[config.mk]
export PLATFORM = sky130hd
export DESIGN_NAME = i3c_target_reset_top
export DESIGN_NICKNAME = d
export VERILOG_FILES = /design/src/verilog/i3c_bus_pkg.sv /design/src/verilog/i3c_rstact_pkg.sv /design/src/verilog/i3c_bus_monitor.sv /design/src/verilog/target_reset_detector.sv /design/src/verilog/bus_timers.sv /design/src/verilog/reset_action_ctrl.sv /design/src/verilog/i3c_target_reset_top.sv
export SDC_FILE = /design/constraint.sdc
export NUM_CORES = 1
export LEC_CHECK = 0
export BUFFER_PORTS_ARGS = -buffer_cell sky130_fd_sc_hd__buf_2
export CAP_MARGIN = 15
export CORE_MARGIN = 8
export CORE_UTILIZATION = 50
export CTS_CLUSTER_SIZE = 12
export DETAILED_ROUTE_END_ITERATION = 8
export PLACE_DENSITY = 0.85
export SYNTH_ARGS = -nofsm -noshare
export SYNTH_HDL_FRONTEND = slang
export SYNTH_SLANG_ARGS = --single-unit
[constraint.sdc]
create_clock -name clk_i -period 2.3 [get_ports clk_i]
set_input_delay 0.115 -clock clk_i [delete_from_list [all_inputs] [get_ports clk_i]]
set_output_delay 0.115 -clock clk_i [all_outputs]
set_load 0.05 [all_outputs]
[src/verilog/i3c_bus_pkg.sv]
// Bus line and timing types; all widths are fixed here and thresholds are in clock cycles
`default_nettype none

package i3c_bus_pkg;

  localparam int unsigned TimerWidth = 20;
  localparam int unsigned SyncStages = 2;
  localparam int unsigned RstPatternToggles = 14;
  localparam int unsigned ToggleCntWidth = 4;

  typedef logic [TimerWidth-1:0] timer_t;

  // Synchronized view of one bus line
  typedef struct packed {
    logic value;
    logic pos_edge;
    logic neg_edge;
    logic stable_high;
    logic stable_low;
  } bus_line_t;

  typedef struct packed {
    bus_line_t scl;
    bus_line_t sda;
    logic      start_det;
    logic      rstart_det;
    logic      stop_det;
  } bus_state_t;

  typedef struct packed {
    timer_t t_bus_free;
    timer_t t_bus_idle;
    timer_t t_bus_available;
  } bus_timing_t;

endpackage

`default_nettype wire

[src/verilog/i3c_rstact_pkg.sv]
// RSTACT codes and request; the request arrives as a bare strobe and is never acknowledged
`default_nettype none

package i3c_rstact_pkg;

  typedef enum logic [7:0] {
    RstactNone       = 8'h00,
    RstactPeripheral = 8'h01,
    RstactEscalated  = 8'h02
  } rstact_e;

  // Codes outside rstact_e are legal and do nothing
  typedef struct packed {
    logic       valid;
    logic [7:0] action;
  } rstact_req_t;

endpackage

`default_nettype wire

[src/verilog/i3c_bus_monitor.sv]
// Raw SCL/SDA are asynchronous; strobes lag the pins by 3 cycles and are zero while disabled
`timescale 1ns/1ps
`default_nettype none

module i3c_bus_monitor (
  input  logic                    clk_i,
  input  logic                    rst_ni,
  input  logic                    enable_i,
  input  logic                    scl_i,
  input  logic                    sda_i,
  output i3c_bus_pkg::bus_state_t bus_o
);

  logic [i3c_bus_pkg::SyncStages-1:0] scl_sync_q;
  logic [i3c_bus_pkg::SyncStages-1:0] sda_sync_q;
  logic scl;
  logic sda;
  logic scl_prev_q;
  logic sda_prev_q;
  logic scl_rise;
  logic scl_fall;
  logic sda_rise;
  logic sda_fall;
  logic start_c;
  logic stop_c;
  logic busy_q;
  // pos_edge, neg_edge, stable_high, stable_low
  logic [3:0] scl_flags_q;
  logic [3:0] sda_flags_q;
  logic start_q;
  logic rstart_q;
  logic stop_q;

  // Idle bus is high on both lines
  always_ff @(posedge clk_i or negedge rst_ni) begin
    if (!rst_ni) begin
      scl_sync_q <= '1;
      sda_sync_q <= '1;
    end else begin
      scl_sync_q <= {scl_sync_q[i3c_bus_pkg::SyncStages-2:0], scl_i};
      sda_sync_q <= {sda_sync_q[i3c_bus_pkg::SyncStages-2:0], sda_i};
    end
  end

  assign scl = scl_sync_q[i3c_bus_pkg::SyncStages-1];
  assign sda = sda_sync_q[i3c_bus_pkg::SyncStages-1];

  assign scl_rise = scl & ~scl_prev_q;
  assign scl_fall = ~scl & scl_prev_q;
  assign sda_rise = sda & ~sda_prev_q;
  assign sda_fall = ~sda & sda_prev_q;

  // SCL must be high on both sides of the SDA change
  assign start_c = sda_fall & scl & scl_prev_q;
  assign stop_c  = sda_rise & scl & scl_prev_q;

  always_ff @(posedge clk_i or negedge rst_ni) begin
    if (!rst_ni) begin
      scl_prev_q  <= 1'b1;
      sda_prev_q  <= 1'b1;
      busy_q      <= 1'b0;
      scl_flags_q <= '0;
      sda_flags_q <= '0;
      start_q     <= 1'b0;
      rstart_q    <= 1'b0;
      stop_q      <= 1'b0;
    end else begin
      scl_prev_q  <= scl;
      sda_prev_q  <= sda;
      scl_flags_q <= {enable_i & scl_rise, enable_i & scl_fall,
                      scl & scl_prev_q, ~scl & ~scl_prev_q};
      sda_flags_q <= {enable_i & sda_rise, enable_i & sda_fall,
                      sda & sda_prev_q, ~sda & ~sda_prev_q};
      start_q     <= enable_i & start_c & ~busy_q;
      rstart_q    <= enable_i & start_c & busy_q;
      stop_q      <= enable_i & stop_c;
      // SCL held low by a controller also means the bus is in use
      if (!enable_i || stop_c) begin
        busy_q <= 1'b0;
      end else if (start_c || scl_fall) begin
        busy_q <= 1'b1;
      end
    end
  end

  assign bus_o = '{
    scl:        {scl, scl_flags_q},
    sda:        {sda, sda_flags_q},
    start_det:  start_q,
    rstart_det: rstart_q,
    stop_det:   stop_q
  };

  start_stop_excl_a: assert property (@(posedge clk_i) disable iff (!rst_ni)
    !((bus_o.start_det || bus_o.rstart_det) && bus_o.stop_det));

endmodule

`default_nettype wire

[src/verilog/target_reset_detector.sv]
// Needs exactly the toggle count, then Sr, then STOP; extra toggles after the count are ignored
`timescale 1ns/1ps
`default_nettype none

module target_reset_detector (
  input  logic                    clk_i,
  input  logic                    rst_ni,
  input  i3c_bus_pkg::bus_state_t bus_i,
  output logic                    rst_pattern_det_o
);

  typedef enum logic [1:0] {
    PhCount,
    PhWaitSr,
    PhWaitStop
  } phase_e;

  phase_e phase_q;
  logic [i3c_bus_pkg::ToggleCntWidth-1:0] toggle_cnt_q;
  logic toggle;
  logic det_q;

  assign toggle = bus_i.scl.stable_low & (bus_i.sda.pos_edge | bus_i.sda.neg_edge);

  always_ff @(posedge clk_i or negedge rst_ni) begin
    if (!rst_ni) begin
      phase_q      <= PhCount;
      toggle_cnt_q <= '0;
      det_q        <= 1'b0;
    end else begin
      det_q <= 1'b0;
      unique case (phase_q)
        PhCount: begin
          // Clock activity means an ordinary transfer
          if (bus_i.scl.pos_edge) begin
            toggle_cnt_q <= '0;
          end else if (toggle) begin
            if (toggle_cnt_q ==
                i3c_bus_pkg::ToggleCntWidth'(i3c_bus_pkg::RstPatternToggles - 1)) begin
              toggle_cnt_q <= '0;
              phase_q      <= PhWaitSr;
            end else begin
              toggle_cnt_q <= toggle_cnt_q + 1'b1;
            end
          end
        end
        PhWaitSr: begin
          if (bus_i.rstart_det) begin
            phase_q <= PhWaitStop;
          end else if (bus_i.start_det || bus_i.stop_det || bus_i.scl.neg_edge) begin
            phase_q <= PhCount;
          end
        end
        PhWaitStop: begin
          if (bus_i.stop_det) begin
            det_q   <= 1'b1;
            phase_q <= PhCount;
          end else if (bus_i.scl.neg_edge || bus_i.start_det || bus_i.rstart_det) begin
            phase_q <= PhCount;
          end
        end
        default: phase_q <= PhCount;
      endcase
    end
  end

  assign rst_pattern_det_o = det_q;

  det_single_a: assert property (@(posedge clk_i) disable iff (!rst_ni)
    rst_pattern_det_o |=> !rst_pattern_det_o);

endmodule

`default_nettype wire

[src/verilog/bus_timers.sv]
// Counts clock cycles since STOP and saturates; a START drops all outputs until the next STOP
`timescale 1ns/1ps
`default_nettype none

module bus_timers (
  input  logic                     clk_i,
  input  logic                     rst_ni,
  input  logic                     enable_i,
  input  i3c_bus_pkg::bus_state_t  bus_i,
  input  i3c_bus_pkg::bus_timing_t timing_i,
  output logic                     bus_free_o,
  output logic                     bus_idle_o,
  output logic                     bus_available_o
);

  i3c_bus_pkg::timer_t cnt_q;
  logic busy_q;

  // Saturated out of reset so the bus counts as idle
  always_ff @(posedge clk_i or negedge rst_ni) begin
    if (!rst_ni) begin
      cnt_q  <= '1;
      busy_q <= 1'b0;
    end else if (enable_i && bus_i.stop_det) begin
      cnt_q  <= '0;
      busy_q <= 1'b0;
    end else begin
      if (cnt_q != '1) begin
        cnt_q <= cnt_q + 1'b1;
      end
      if (enable_i && bus_i.start_det) begin
        busy_q <= 1'b1;
      end
    end
  end

  assign bus_free_o      = ~busy_q & (cnt_q >= timing_i.t_bus_free);
  assign bus_available_o = ~busy_q & (cnt_q >= timing_i.t_bus_available);
  assign bus_idle_o      = ~busy_q & (cnt_q >= timing_i.t_bus_idle);

  idle_implies_avail_a: assert property (@(posedge clk_i) disable iff (!rst_ni)
    (timing_i.t_bus_idle >= timing_i.t_bus_available) && bus_idle_o |-> bus_available_o);

endmodule

`default_nettype wire

[src/verilog/reset_action_ctrl.sv]
// An armed RSTACT overrides only the next pattern; escalated reset clears only on rst_ni
`timescale 1ns/1ps
`default_nettype none

module reset_action_ctrl (
  input  logic                       clk_i,
  input  logic                       rst_ni,
  input  i3c_bus_pkg::bus_state_t    bus_i,
  input  logic                       rst_pattern_det_i,
  input  i3c_rstact_pkg::rstact_req_t rstact_i,
  input  logic                       peripheral_reset_done_i,
  output logic                       peripheral_reset_o,
  output logic                       escalated_reset_o
);

  logic [7:0] action_q;
  logic armed_q;
  logic escalate_q;
  logic periph_req;
  logic escal_req;

  always_ff @(posedge clk_i) begin
    if (rstact_i.valid) begin
      action_q <= rstact_i.action;
    end
  end

  always_comb begin
    periph_req = 1'b0;
    escal_req  = 1'b0;
    if (rst_pattern_det_i) begin
      if (armed_q) begin
        // Unknown codes and RstactNone give no reset
        periph_req = (action_q == i3c_rstact_pkg::RstactPeripheral);
        escal_req  = (action_q == i3c_rstact_pkg::RstactEscalated);
      end else if (escalate_q) begin
        escal_req = 1'b1;
      end else begin
        periph_req = 1'b1;
      end
    end
  end

  always_ff @(posedge clk_i or negedge rst_ni) begin
    if (!rst_ni) begin
      armed_q            <= 1'b0;
      escalate_q         <= 1'b0;
      peripheral_reset_o <= 1'b0;
      escalated_reset_o  <= 1'b0;
    end else begin
      if (rst_pattern_det_i && armed_q) begin
        armed_q <= 1'b0;
      end
      if (rstact_i.valid) begin
        armed_q <= 1'b1;
      end
      // A fresh START ends the escalation window but Sr does not
      if (bus_i.start_det) begin
        escalate_q <= 1'b0;
      end
      if (rst_pattern_det_i && !armed_q) begin
        escalate_q <= 1'b1;
      end
      if (peripheral_reset_done_i) begin
        peripheral_reset_o <= 1'b0;
      end else if (periph_req) begin
        peripheral_reset_o <= 1'b1;
      end
      if (escal_req) begin
        escalated_reset_o <= 1'b1;
      end
    end
  end

  periph_done_wins_a: assert property (@(posedge clk_i) disable iff (!rst_ni)
    peripheral_reset_done_i |=> !$rose(peripheral_reset_o));

endmodule

`default_nettype wire

[src/verilog/i3c_target_reset_top.sv]
// Pattern STOP at the pins reaches a reset output after 5 cycles; no handshake on any port
`timescale 1ns/1ps
`default_nettype none

module i3c_target_reset_top (
  input  logic                        clk_i,
  input  logic                        rst_ni,
  input  logic                        enable_i,
  input  logic                        scl_i,
  input  logic                        sda_i,
  input  i3c_bus_pkg::bus_timing_t    timing_i,
  input  i3c_rstact_pkg::rstact_req_t rstact_i,
  input  logic                        peripheral_reset_done_i,
  output logic                        peripheral_reset_o,
  output logic                        escalated_reset_o,
  output logic                        bus_free_o,
  output logic                        bus_idle_o,
  output logic                        bus_available_o
);

  i3c_bus_pkg::bus_state_t bus;
  logic rst_pattern_det;

  i3c_bus_monitor u_bus_monitor (
    .clk_i,
    .rst_ni,
    .enable_i,
    .scl_i,
    .sda_i,
    .bus_o (bus)
  );

  target_reset_detector u_target_reset_detector (
    .clk_i,
    .rst_ni,
    .bus_i             (bus),
    .rst_pattern_det_o (rst_pattern_det)
  );

  bus_timers u_bus_timers (
    .clk_i,
    .rst_ni,
    .enable_i,
    .bus_i (bus),
    .timing_i,
    .bus_free_o,
    .bus_idle_o,
    .bus_available_o
  );

  reset_action_ctrl u_reset_action_ctrl (
    .clk_i,
    .rst_ni,
    .bus_i             (bus),
    .rst_pattern_det_i (rst_pattern_det),
    .rstact_i,
    .peripheral_reset_done_i,
    .peripheral_reset_o,
    .escalated_reset_o
  );

endmodule

`default_nettype wire

* Yosys cells after proc, flatten, opt, wreduce, memory -nomap -nowiden
Cells that the tools add are included.
** Word-level totals
- Bits of input ports :: 75
- Logic and storage cells :: 120
- Register bits after elaboration :: 58
- Output and inout bits :: 5
** Cells by class
- $lt $le $gt $ge :: 3
- Reductions and logical operators :: 22
- Eq/ne operators :: 11
- Mux-type cells :: 31
- Bitwise gates (word level) :: 31
- Add/sub/neg operators :: 2
** Operators with widths (count)
- greater-or-equal comparator 20 bit :: 3
- two-way mux 20 bit :: 2
- AND 1 bit :: 24
- adder 20 x 1 -> 20 bit, second input constant :: 1
- inequality test 20 bit, second input constant :: 1
- two-way mux 1 bit :: 18
- two-way mux 2 bit :: 7
- nonzero test 2 bit :: 7
- two-way mux 4 bit :: 3
- == test 8 x 1 -> 1 bit, second input constant :: 1
- == test 8 x 2 -> 1 bit, second input constant :: 1
- logical OR 1 bit :: 6
- inequality test 3 x 2 -> 1 bit, second input constant :: 2
- NOT 1 bit :: 6
- one-hot mux 2 bit (3 select lines) :: 1
- AND reduction 5 bit :: 1
- adder 4 x 1 -> 4 bit, second input constant :: 1
- == test 4 bit, second input constant :: 1
- logical AND 1 bit :: 4
- inequality test 2 x 1 -> 1 bit, second input constant :: 2
- == test 2 x 1 -> 1 bit, second input constant :: 1
- == test 2 bit, second input constant :: 1
- logical NOT 1 bit :: 2
- logical NOT 2 bit :: 1
- 3 further kinds :: 3

* Depth between registers and ports, before layout
Gate-level depths: netlist of run 1.
- Depth after elaboration :: 7
- Gate-level depth with buffers :: 7
- Depth with buffers taken out :: 7

* By module
Synthesis of run 1 repeated with hierarchy kept, for this count alone.
** Unflattened totals
- Cell total of the unflattened synthesis :: 435
- Area total of the unflattened synthesis :: 4032.6 sq um
** By module, submodules not included
- bus_timers :: cells each 327, times used 1, sequential area each 550.5 sq um, area each 2592.5 sq um
- i3c_bus_monitor :: cells each 42, times used 1, sequential area each 457.9 sq um, area each 603.1 sq um
- reset_action_ctrl :: cells each 28, times used 1, sequential area each 340.3 sq um, area each 446.7 sq um
- target_reset_detector :: cells each 38, times used 1, sequential area each 175.2 sq um, area each 390.4 sq um

* Worst setup path after synthesis of run 1
OpenSTA, ideal clock, no wires.
- Path kind :: reg2out
- Start :: register u_bus_timers.cnt_q[0]
- End :: output bus_idle_o
- Stages on the path, launching flop included :: 8
- Data arrival time :: 2.509 ns
- Setup slack :: -0.324 ns
- Path buffers :: 0
- Data required time :: 2.185 ns
- Cells stage by stage :: dfstp_2 inv_1 ha_1 nor2b_1 o21ai_0 a21oi_1 or4b_1 a31oi_1
** Between the ends
- Word-level cells in the longest chain between the ends :: 2
** RTL lines
- start: declaration :: line bus_timers.sv:16 : i3c_bus_pkg::timer_t cnt_q;
- start signal: assignment :: line bus_timers.sv:29 : cnt_q <= cnt_q + 1'b1;
- greater-or-equal comparator 20 bit :: line bus_timers.sv:39 : assign bus_idle_o = ~busy_q & (cnt_q >= timing_i.t_bus_idle);
- AND 1 bit :: line bus_timers.sv:39
- end: declaration :: line i3c_target_reset_top.sv:17 : output logic bus_idle_o,
No other way between the ends.

* Final worst setup path of run 1
- Start :: register u_bus_timers.cnt_q[14]
- End :: output bus_idle_o
Same word-level chain as after synthesis.

==> impl_metrics.tcl, run 1 <==
set metrics [dict create \
    vdd_drop_max_mv 0.388 \
    num_io_pins 80 \
    combPwrFrac 0.391 \
    worst_slack_ps -291 \
    synth_ff_type "dfstp_2" \
    multi_input_area_mm2 0.00225 \
    ys_top_cells_by_area "ha_1 20%, dfstp_2 18%, dfrtp_1 13%" \
    die-area_mm2 0.0109 \
    drv_slew 0 \
    avgSynthCellArea_um2 9.30 \
    layout.cells.most_common "buf_2" \
    cts.path.max_buffers 2 \
    grt_max_degree 37 \
    setup_viol 3 \
    post-route-period-util 1.13 \
    skew_ps 6.61 \
    grt_pass1_vias 3557 \
    hold_ws_ps 69.5 \
    std_cell_rows 32 \
    path_clk_slew_ps 100 \
    cts_buffers 5 \
    finalNetCount 674 \
    worstPathArrival_ps 2480 \
    synthArstFlopShare 0.855 \
    synth_seq_cells 55 \
    top_layer "met4" \
    insertion_delay_ps 320 \
    pwr-share-seq 0.435 \
    ys_types 53 \
    failed_checks "negative setup slack" \
    grt_pass1_wl_um 16400 \
    antenna_found_initial 0 \
    critPathBufInv 2 \
    cts_root_buffer "clkbuf_8" \
    tightestPinTransition_ps 800 \
    dr_wl_met2_um 4880 \
    syn_to_final_growth_pct 24.9 \
    grt_use_total 0.178 \
    dp.final_hpwl_um 7700 \
    cellLeakagePower_uw 0.00246 \
    cp-start-kind "flop" \
    crit_path_end_kind "primary output" \
    routed_via_density 5.49 \
    slowest_delay_ps 600 \
    path_class "reg -> out" \
    dp.cells 616 \
    syn_inst 419 \
    max_clock_freq_mhz 386 \
    power.internal_uw 2030 \
    cp_cell_sequence "ha_4, nand4_1, nor4_2, buf_4, or4b_4, a31oi_4, buf_6" \
    synth_edf_count 8 \
    die_w_um 104 \
    wl_met1_um 4190 \
    p_sw_uw 1280 \
    num_vias 3507 \
    postRouteAntennaNets 0 \
    r2r_start "u_bus_timers.cnt_q[14]$_DFFE_PN1P_" \
    gp_congestion 0.900 \
    fin_setup_tns_ps -598 \
    hold_class "in -> reg" \
    slew_headroom 0.467 \
    synth_top_area_frac 0.202 \
    cap_violations 0 \
    fillers 632 \
    antenna_cells 0 \
    drive_gt1_frac 0.287 \
    drt-initial-drc-count 194 \
    totalWireLength_um 9680 \
    fin_cells 639 \
    io_buffers 79 \
    post-synth-top-area-cell "ha_1" \
    synth_area_mm2 0.00390 \
    crit_start "u_bus_timers.cnt_q[14]$_DFFE_PN1P_" \
    core_region_area_mm2 0.00765 \
    final_hold_viol_count 0 \
    final_cell_mix "76 x buf_2, 64 x inv_1, 61 x ha_1" \
    cts.sinks 55 \
    met3_length_um 387 \
    rsz0062_at_grt "true" \
    min_from "enable_i" \
    yosys_warnings 0 \
    syn_nets 557 \
    ys_seq_area_frac 0.372 \
    regArea_mm2 0.00145 \
    first_pass_iters 4 \
    swShare 0.388 \
    routedWlPerCell_um 15.1 \
    die_h_um 104 \
    slowest_stage "dfstp_2" \
    remaining_drc_errors 0 \
    fin_crit_ps 2590 \
    cp.required_ps 2180 \
    cts_tree "done" \
    critPathTopFamily "simple AND/OR/NAND/NOR gates" \
    path_max_fanout 3 \
    power.density_mw_per_mm2 680 \
    htree_num_levels 2 \
    initial_utilization 0.510 \
    clkPwrFrac 0.174 \
    status "complete, but fails checks" \
    globalRoute.totalOverflow 0 \
]
## layer usage
metal  up-vias  track usage
met1      1648        0.223
li1       1729            -
met4         0       0.0610
met5         -            0
met2       110        0.305
met3        20       0.0266
## timing repair
action | in CTS | in global routing
hold buffers | 12 | 0
hold endpoints to repair | 32 | 0
setup buffers | 2 | 1
gates resized for setup | 7 | 8
endpoints found under the setup margin | 3 | 4
pin swaps | 1 | 4
## kinds of logic (layout without fill, tap and decap cells)
kind of cell | Yosys count | after routing | share of synthesized area
AND/OR/NAND/NOR | 132 | 132 | 0.182
buffers and inverters | 68 | 186 | 0.0693
multiplexers | 1 | 1 | 0.00289
XOR/XNOR | 11 | 11 | 0.0247
adder cells (fa/ha/maj) | 63 | 63 | 0.202
flip-flops | 55 | 55 | 0.372
AO/OA/AOI/OAI | 89 | 89 | 0.147
## tightest hold or removal path, cell delays in order
cell and delay (ps):
buf_2 140, nand2_1 60, nor2_1 40
## power groups by stage
stage,Clock [µW],Combinational [µW],Sequential [µW]
2_1_floorplan,0,784,1420
3_3_place_gp,0,1140,1430
3_5_place_dp,0,1210,1450
4_1_cts,594,1260,1430
5_1_grt,629,1470,1460
6_report,576,1290,1440
## worst paths after layout
kind,depth (start not counted),end,slack (ps)
max,7,bus_idle_o,-290
min,3,u_bus_monitor.scl_flags_q[3]$_DFF_PN0_,70
max reg2reg,7,u_bus_timers.cnt_q[18]$_DFFE_PN1P_,240
min reg2reg,0,u_bus_monitor.sda_sync_q[1]$_DFF_PN1_,360
max in group asynchronous,3,u_bus_timers.cnt_q[11]$_DFFE_PN1P_,1130
min in group asynchronous,2,u_target_reset_detector.toggle_cnt_q[3]$_DFFE_PN0P_,410
## metrics by stage
step	util	setup slack (ps)	power [µW]	instance area, µm²
floorplan	-	-20.1	2200	3910
global placement	0.595	88.0	2570	4550
detailed placement	0.595	-35.8	2660	4550
CTS	0.629	-299	3290	4810
global route	0.637	-358	3570	4870
finish	0.637	-291	3310	4870
## cell usage after synthesis, types with 4 or more instances
cell type,number
nor2_1,27
nor4_1,6
nor2b_1,4
nand3_1,15
a31oi_1,6
inv_1,64
and2_1,4
nand2b_1,5
dfrtp_1,21
xnor2_1,8
a21o_1,5
o21ai_0,16
a21oi_1,34
o31ai_1,4
dfstp_2,26
nand4_1,7
ha_1,63
nand2_1,39
edfxtp_1,8
## sequential cells by signal, summed over array words and instances, names as in the netlist
name,cells
u_bus_monitor.busy_q,1
u_bus_monitor.rstart_q,1
u_bus_monitor.scl_flags_q,3
u_bus_monitor.scl_prev_q,1
u_bus_monitor.scl_sync_q,2
u_bus_monitor.sda_flags_q,2
u_bus_monitor.sda_prev_q,1
u_bus_monitor.sda_sync_q,2
u_bus_monitor.start_q,1
u_bus_monitor.stop_q,1
u_bus_timers.busy_q,1
u_bus_timers.cnt_q,20
u_reset_action_ctrl.action_q,8
u_reset_action_ctrl.armed_q,1
u_reset_action_ctrl.escalate_q,1
u_reset_action_ctrl.escalated_reset_o,1
u_reset_action_ctrl.peripheral_reset_o,1
u_target_reset_detector.phase_q,2
u_target_reset_detector.rst_pattern_det_o,1
u_target_reset_detector.toggle_cnt_q,4
## cell type report
type / instances / area share
Multi-Input combinational cell: 296 / 0.462
Sequential cell: 55 / 0.298
Timing Repair Buffer: 114 / 0.145
Inverter: 64 / 0.0493
Tap cell: 102 / 0.0262
Clock buffer: 5 / 0.0141
Clock inverter: 3 / 0.00514
Power figures use the tool's default switching activity.
==> inputs of run 2 (changes only) <==
--- a/config.mk
+++ b/config.mk
@@ -5,7 +5,7 @@
 export SDC_FILE = /design/constraint.sdc
 export NUM_CORES = 1
 export LEC_CHECK = 0
-export BUFFER_PORTS_ARGS = -buffer_cell sky130_fd_sc_hd__buf_2
+export BUFFER_PORTS_ARGS = -buffer_cell sky130_fd_sc_hd__buf_4
 export CAP_MARGIN = 15
 export CORE_MARGIN = 8
 export CORE_UTILIZATION = 50
==> run 2 against run 1 <==
Compared with the run above:
- the run still ends with negative setup slack left
- sequential share of layout area fell by 1.3 points
- global-route usage rose by 0.098 points
- clock skew rose by 5.7 ps
- clock-buffer cell count did not move
- non-clock buffer count rose by 1
- via count rose by 1.9%
- hold slack got worse by 6.3 ps
- flip-flop and latch count did not move
- setup slack got worse by 16 ps
- critical endpoint unchanged
- highest routed layer unchanged
==> impl_metrics.tcl, run 2 (synthesis gave the netlist of run 1 again) <==
set metrics [dict create \
    r2r_cells 6 \
    layout.cells.most_common "buf_4" \
    place_worst_setup_slack_ps 33.1 \
    crit_path_end_kind "primary output" \
    cts.sinks 55 \
    cap_violations 0 \
    grt_use_total 0.179 \
    postRouteAntennaNets 0 \
    cts_buffers 5 \
    path_clk_slew_ps 110 \
    rsz0062_at_grt "true" \
    final_hold_viol_count 0 \
    path_max_fanout 3 \
    antenna_found_initial 0 \
    drive_gt1_frac 0.290 \
    finalNetCount 675 \
    gp_congestion 0.928 \
    final_cell_mix "100 x buf_4, 64 x inv_1, 60 x ha_1" \
    grt_pass1_wl_um 16300 \
    antenna_cells 0 \
    grt.busiest_layer "met2" \
    cp.required_ps 2180 \
    cts_root_buffer "clkbuf_8" \
    grt_max_degree 48 \
    p_total_uw 3360 \
    setup_viol 3 \
    cellLeakagePower_uw 0.00254 \
    remaining_drc_errors 0 \
    status "complete, but fails checks" \
    grt_pass1_vias 3658 \
    dp.cells 612 \
    worst_slack_ps -307 \
    dp.final_hpwl_um 7850 \
    vdd_drop_max_mv 0.414 \
    die_h_um 104 \
    cts_tree "done" \
    post-route-period-util 1.13 \
    num_vias 3573 \
    routed_via_density 5.58 \
    totalWireLength_um 10200 \
    grt_use_met2 0.324 \
    die-area_mm2 0.0109 \
    htree_num_levels 2 \
    worstPathArrival_ps 2490 \
    path_class "reg -> out" \
    skew_ps 12.3 \
    routedWlPerCell_um 16.0 \
    fin_cells 640 \
    slew_headroom 0.482 \
    largest-register "u_bus_timers.cnt_q" \
    syn_to_final_growth_pct 30.5 \
    globalRoute.totalOverflow 0 \
    first_pass_iters 5 \
    hold_class "in -> reg" \
    core_region_area_mm2 0.00765 \
    use_met3 0.0291 \
    cts.path.max_buffers 2 \
    cp-start-kind "flop" \
    initial_utilization 0.510 \
    power.density_mw_per_mm2 661 \
    grtUsageMet1 0.204 \
    tightestPinTransition_ps 777 \
    std_cell_rows 32 \
    largest_reg_flops 20 \
    io_buffers 79 \
    max_clock_freq_mhz 384 \
    drv_slew 0 \
    hold_depth 3 \
    fin_crit_ps 2610 \
    insertion_delay_ps 320 \
    die_w_um 104 \
    failed_checks "negative setup slack" \
    drt-initial-drc-count 243 \
    num_io_pins 80 \
    biggestRegsByFlops "u_bus_timers.cnt_q: 20 flops, u_reset_action_ctrl.action_q: 8 flops, u_target_reset_detector.toggle_cnt_q: 4 flops" \
]
[run 2: cell types whose count changed in the layout (fill, tap and decap cells not counted), sizes merged]
| cell | delta |
|---|---|
| clkinv | +1 |
| buf | +1 |
| inv | -1 |
[run 2: metrics by stage]
step            util  hold WS (ps)  area, µm²  setup TNS, ps
3_3_place_gp   0.617           161       4720              0
4_1_cts        0.656          55.1       5020           -563
3_5_place_dp   0.617           164       4720              0
5_1_grt        0.665          65.8       5090           -893
2_1_floorplan      -          -181       3910          -20.1
6_report       0.665          63.2       5090           -695
[run 2: cell type report]
cell class	count	area, µm²
Timing Repair Buffer	115	905
Clock inverter	3	23.8
Clock buffer	5	68.8
Sequential cell	55	1450
Tap cell	102	128
Inverter	64	240
Multi-Input combinational cell	296	2270
Fill cell	572	2560
[run 2: critical path: stages (launching register included)]
cell and delay (ps):
dfstp_2 600, ha_4 140, nand4_1 180, buf_4 190, buf_4 130, buf_4 130, buf_4 120, buf_4 120
a21o_1 200, a31oi_4 190, buf_6 180
[run 2: repair_timing]
item,4_1_cts,5_1_grt
setup endpoints to repair,3,3
pin swaps,2,2
hold endpoints to repair,32,0
hold buffers,12,0
cloned,0,0
buffers inserted,5,3
gates resized for setup,7,6
[run 2: worst paths after layout]
check	startpoint	to	slack (ps)
min in group asynchronous	rst_ni	u_target_reset_detector.toggle_cnt_q[2]$_DFFE_PN0P_	340
max in group asynchronous	rst_ni	u_bus_monitor.busy_q$_DFFE_PN0P_	1550
worst max-delay path	u_bus_timers.cnt_q[17]$_DFFE_PN1P_	bus_idle_o	-310
worst min register to register	u_bus_monitor.sda_sync_q[0]$_DFF_PN1_	u_bus_monitor.sda_sync_q[1]$_DFF_PN1_	360
worst max register to register	u_bus_timers.cnt_q[14]$_DFFE_PN1P_	u_bus_timers.cnt_q[7]$_DFFE_PN1P_	190
worst min-delay path	enable_i	u_bus_monitor.scl_flags_q[3]$_DFF_PN0_	60
[run 2: per-layer routing]
metal | share of wire | vias to the layer above | wire [µm]
li1 | - | 1721 | -
met1 | 0.40 | 1711 | 4090
met2 | 0.52 | 117 | 5310
met3 | 0.051 | 24 | 526
met4 | 0.031 | 0 | 322
met5 | 0 | - | 0
[run 2: where the power goes]
group          total, µW  leakage, µW  switching (µW)  internal [µW]
registers           1440     0.000628             216           1220
clock network        560    0.0000461             340            221
logic               1360      0.00186             731            634
==> inputs of run 3 (changes only) <==
--- a/config.mk
+++ b/config.mk
@@ -8,10 +8,10 @@
 export BUFFER_PORTS_ARGS = -buffer_cell sky130_fd_sc_hd__buf_4
 export CAP_MARGIN = 15
 export CORE_MARGIN = 8
-export CORE_UTILIZATION = 50
+export CORE_UTILIZATION = 38
 export CTS_CLUSTER_SIZE = 12
 export DETAILED_ROUTE_END_ITERATION = 8
-export PLACE_DENSITY = 0.85
+export PLACE_DENSITY = 0.7
 export SYNTH_ARGS = -nofsm -noshare
 export SYNTH_HDL_FRONTEND = slang
 export SYNTH_SLANG_ARGS = --single-unit
==> run 3 against run 2 <==
Compared with the run above:
- the run still ends with negative setup slack left
- register-to-register slack improved by 70 ps
- die area up 26%
- cell count up 4.7%
- wire length down 5.7%
- sequential power hardly changed
- first-iteration DRC count fell by 28%
- fmax rose by 1.7%
- combinational power down 4%
- final area up 0.39%
- hold slack better by 1.6 ps
- total power down 2.2%
- non-clock buffer count shrank 4
- largest cell class unchanged
==> impl_metrics.tcl, run 3 (synthesis gave the netlist of run 1 again) <==
set metrics [dict create \
    cts.sinks 55 \
    path_max_fanout 3 \
    grt_pass1_wl_um 16400 \
    routedWlPerCell_um 14.4 \
    regToRegSetupSlack_ps 260 \
    drt-initial-drc-count 174 \
    htree_num_levels 2 \
    fin_setup_tns_ps -545 \
    insertion_delay_ps 310 \
    worst_slack_ps -263 \
    gp_congestion 0.928 \
    power.density_mw_per_mm2 644 \
    antenna_cells 0 \
    num_io_pins 80 \
    drive_gt1_frac 0.285 \
    cts_buffers 5 \
    max_clock_freq_mhz 390 \
    skew_ps 8.16 \
    globalRoute.totalOverflow 0 \
    initial_utilization 0.384 \
    layout.cells.most_common "buf_4" \
    largest_reg_flops 20 \
    fin_cells 670 \
    cts_root_buffer "clkbuf_8" \
    worstPathArrival_ps 2450 \
    cp.required_ps 2180 \
    core_region_area_mm2 0.0101 \
    cap_violations 0 \
    biggestRegsByFlops "u_bus_timers.cnt_q: 20 flops, u_reset_action_ctrl.action_q: 8 flops, u_target_reset_detector.toggle_cnt_q: 4 flops" \
    final_hold_viol_count 0 \
    cts_tree "done" \
    setup_viol 3 \
    status "complete, but fails checks" \
    die-area_mm2 0.0138 \
    path_clk_slew_ps 100 \
    grt_pass1_vias 3575 \
    routed_via_density 5.06 \
    path_class "reg -> out" \
    num_vias 3390 \
    syn_to_final_growth_pct 31.0 \
    die_h_um 117 \
    cellLeakagePower_uw 0.00251 \
    cts.path.max_buffers 2 \
    fin_crit_ps 2560 \
    final_cell_mix "93 x buf_4, 64 x inv_1, 60 x ha_1" \
    hold_depth 3 \
    post-route-period-util 1.11 \
    io_buffers 79 \
    postRouteAntennaNets 0 \
    drv_slew 0 \
    dp.cells 646 \
    failed_checks "negative setup slack" \
    hold_class "in -> reg" \
    finalNetCount 671 \
    grt_use_total 0.147 \
    largest-register "u_bus_timers.cnt_q" \
    vdd_drop_max_mv 0.392 \
    slew_headroom 0.507 \
    die_w_um 117 \
    fillers 926 \
    crit_path_end_kind "primary output" \
    first_pass_iters 5 \
    std_cell_rows 37 \
    p_total_uw 3290 \
    rsz0062_at_grt "true" \
    dp.final_hpwl_um 7590 \
    grt_max_degree 48 \
    r2r_cells 7 \
    cp-start-kind "flop" \
    remaining_drc_errors 0 \
    antenna_found_initial 0 \
    totalWireLength_um 9660 \
    tightestPinTransition_ps 739 \
]
run 3: cell types whose count changed in the layout (fill, tap and decap cells not counted), sizes merged:
cell    delta
clkinv     +1
buf        -4
inv        -1
run 3: layout make-up:
type | instances | area (µm²) | area share
inverters | 64 | 240 | 0.0470
well taps | 136 | 170 | 0.0333
clock inverters | 3 | 20.0 | 0.00392
repair buffers | 111 | 886 | 0.173
flip-flops and latches | 55 | 1450 | 0.284
clock buffers | 5 | 68.8 | 0.0135
multi-input cells | 296 | 2270 | 0.445
run 3: per-layer routing:
layer,vias up,GRT usage,share of wire
met4,0,0.0358,0.014
met3,13,0.0180,0.036
met1,1585,0.178,0.44
li1,1717,-,-
met5,-,0,0
met2,75,0.268,0.51
run 3: worst paths after layout:
check                                                        endpoint                                  start
setup / recovery                                      bus_available_o     u_bus_timers.cnt_q[14]$_DFFE_PN1P_
min in group asynchronous  u_reset_action_ctrl.escalate_q$_DFFE_PN0P_                                 rst_ni
max in group asynchronous          u_bus_timers.cnt_q[19]$_DFFE_PN1P_                                 rst_ni
hold / removal                 u_bus_monitor.scl_flags_q[3]$_DFF_PN0_                               enable_i
setup reg to reg                   u_bus_timers.cnt_q[17]$_DFFE_PN1P_     u_bus_timers.cnt_q[14]$_DFFE_PN1P_
hold reg to reg                 u_bus_monitor.scl_sync_q[1]$_DFF_PN1_  u_bus_monitor.scl_sync_q[0]$_DFF_PN1_
run 3: through the flow:
| stage | setup slack (ps) | util | hold slack, ps | area (µm²) |
|---|---|---|---|---|
| after global routing | -368 | 0.504 | 59.3 | 5110 |
| after detailed placement | 17.3 | 0.470 | 165 | 4760 |
| after CTS | -256 | 0.499 | 55.8 | 5060 |
| after floorplan | -20.1 | - | -181 | 3910 |
| after global placement | 85.9 | 0.470 | 165 | 4760 |
| final | -263 | 0.504 | 64.7 | 5110 |
run 3: worst max-delay path: stages, from the launching register on:
cell and delay [ps]:
dfstp_2 580, ha_4 140, nand4_1 150, nor4_2 290, buf_4 160, or4b_4 470
a31oi_4 160, buf_6 180
run 3: what timing repair did:
action / 4_1_cts / 5_1_grt
hold endpoints to repair: 32 / 0
hold buffers: 12 / 0
endpoints found under the setup margin: 3 / 6
buffers inserted: 4 / 0
pin swaps: 4 / 0
resized for setup: 12 / 6
gates cloned: 0 / 0
run 3: report_power, final:
group	internal, µW	total (µW)	switching (µW)	leakage [µW]
logic	615	1300	685	0.00184
registers	1220	1450	226	0.000628
clock network	213	540	327	0.0000418
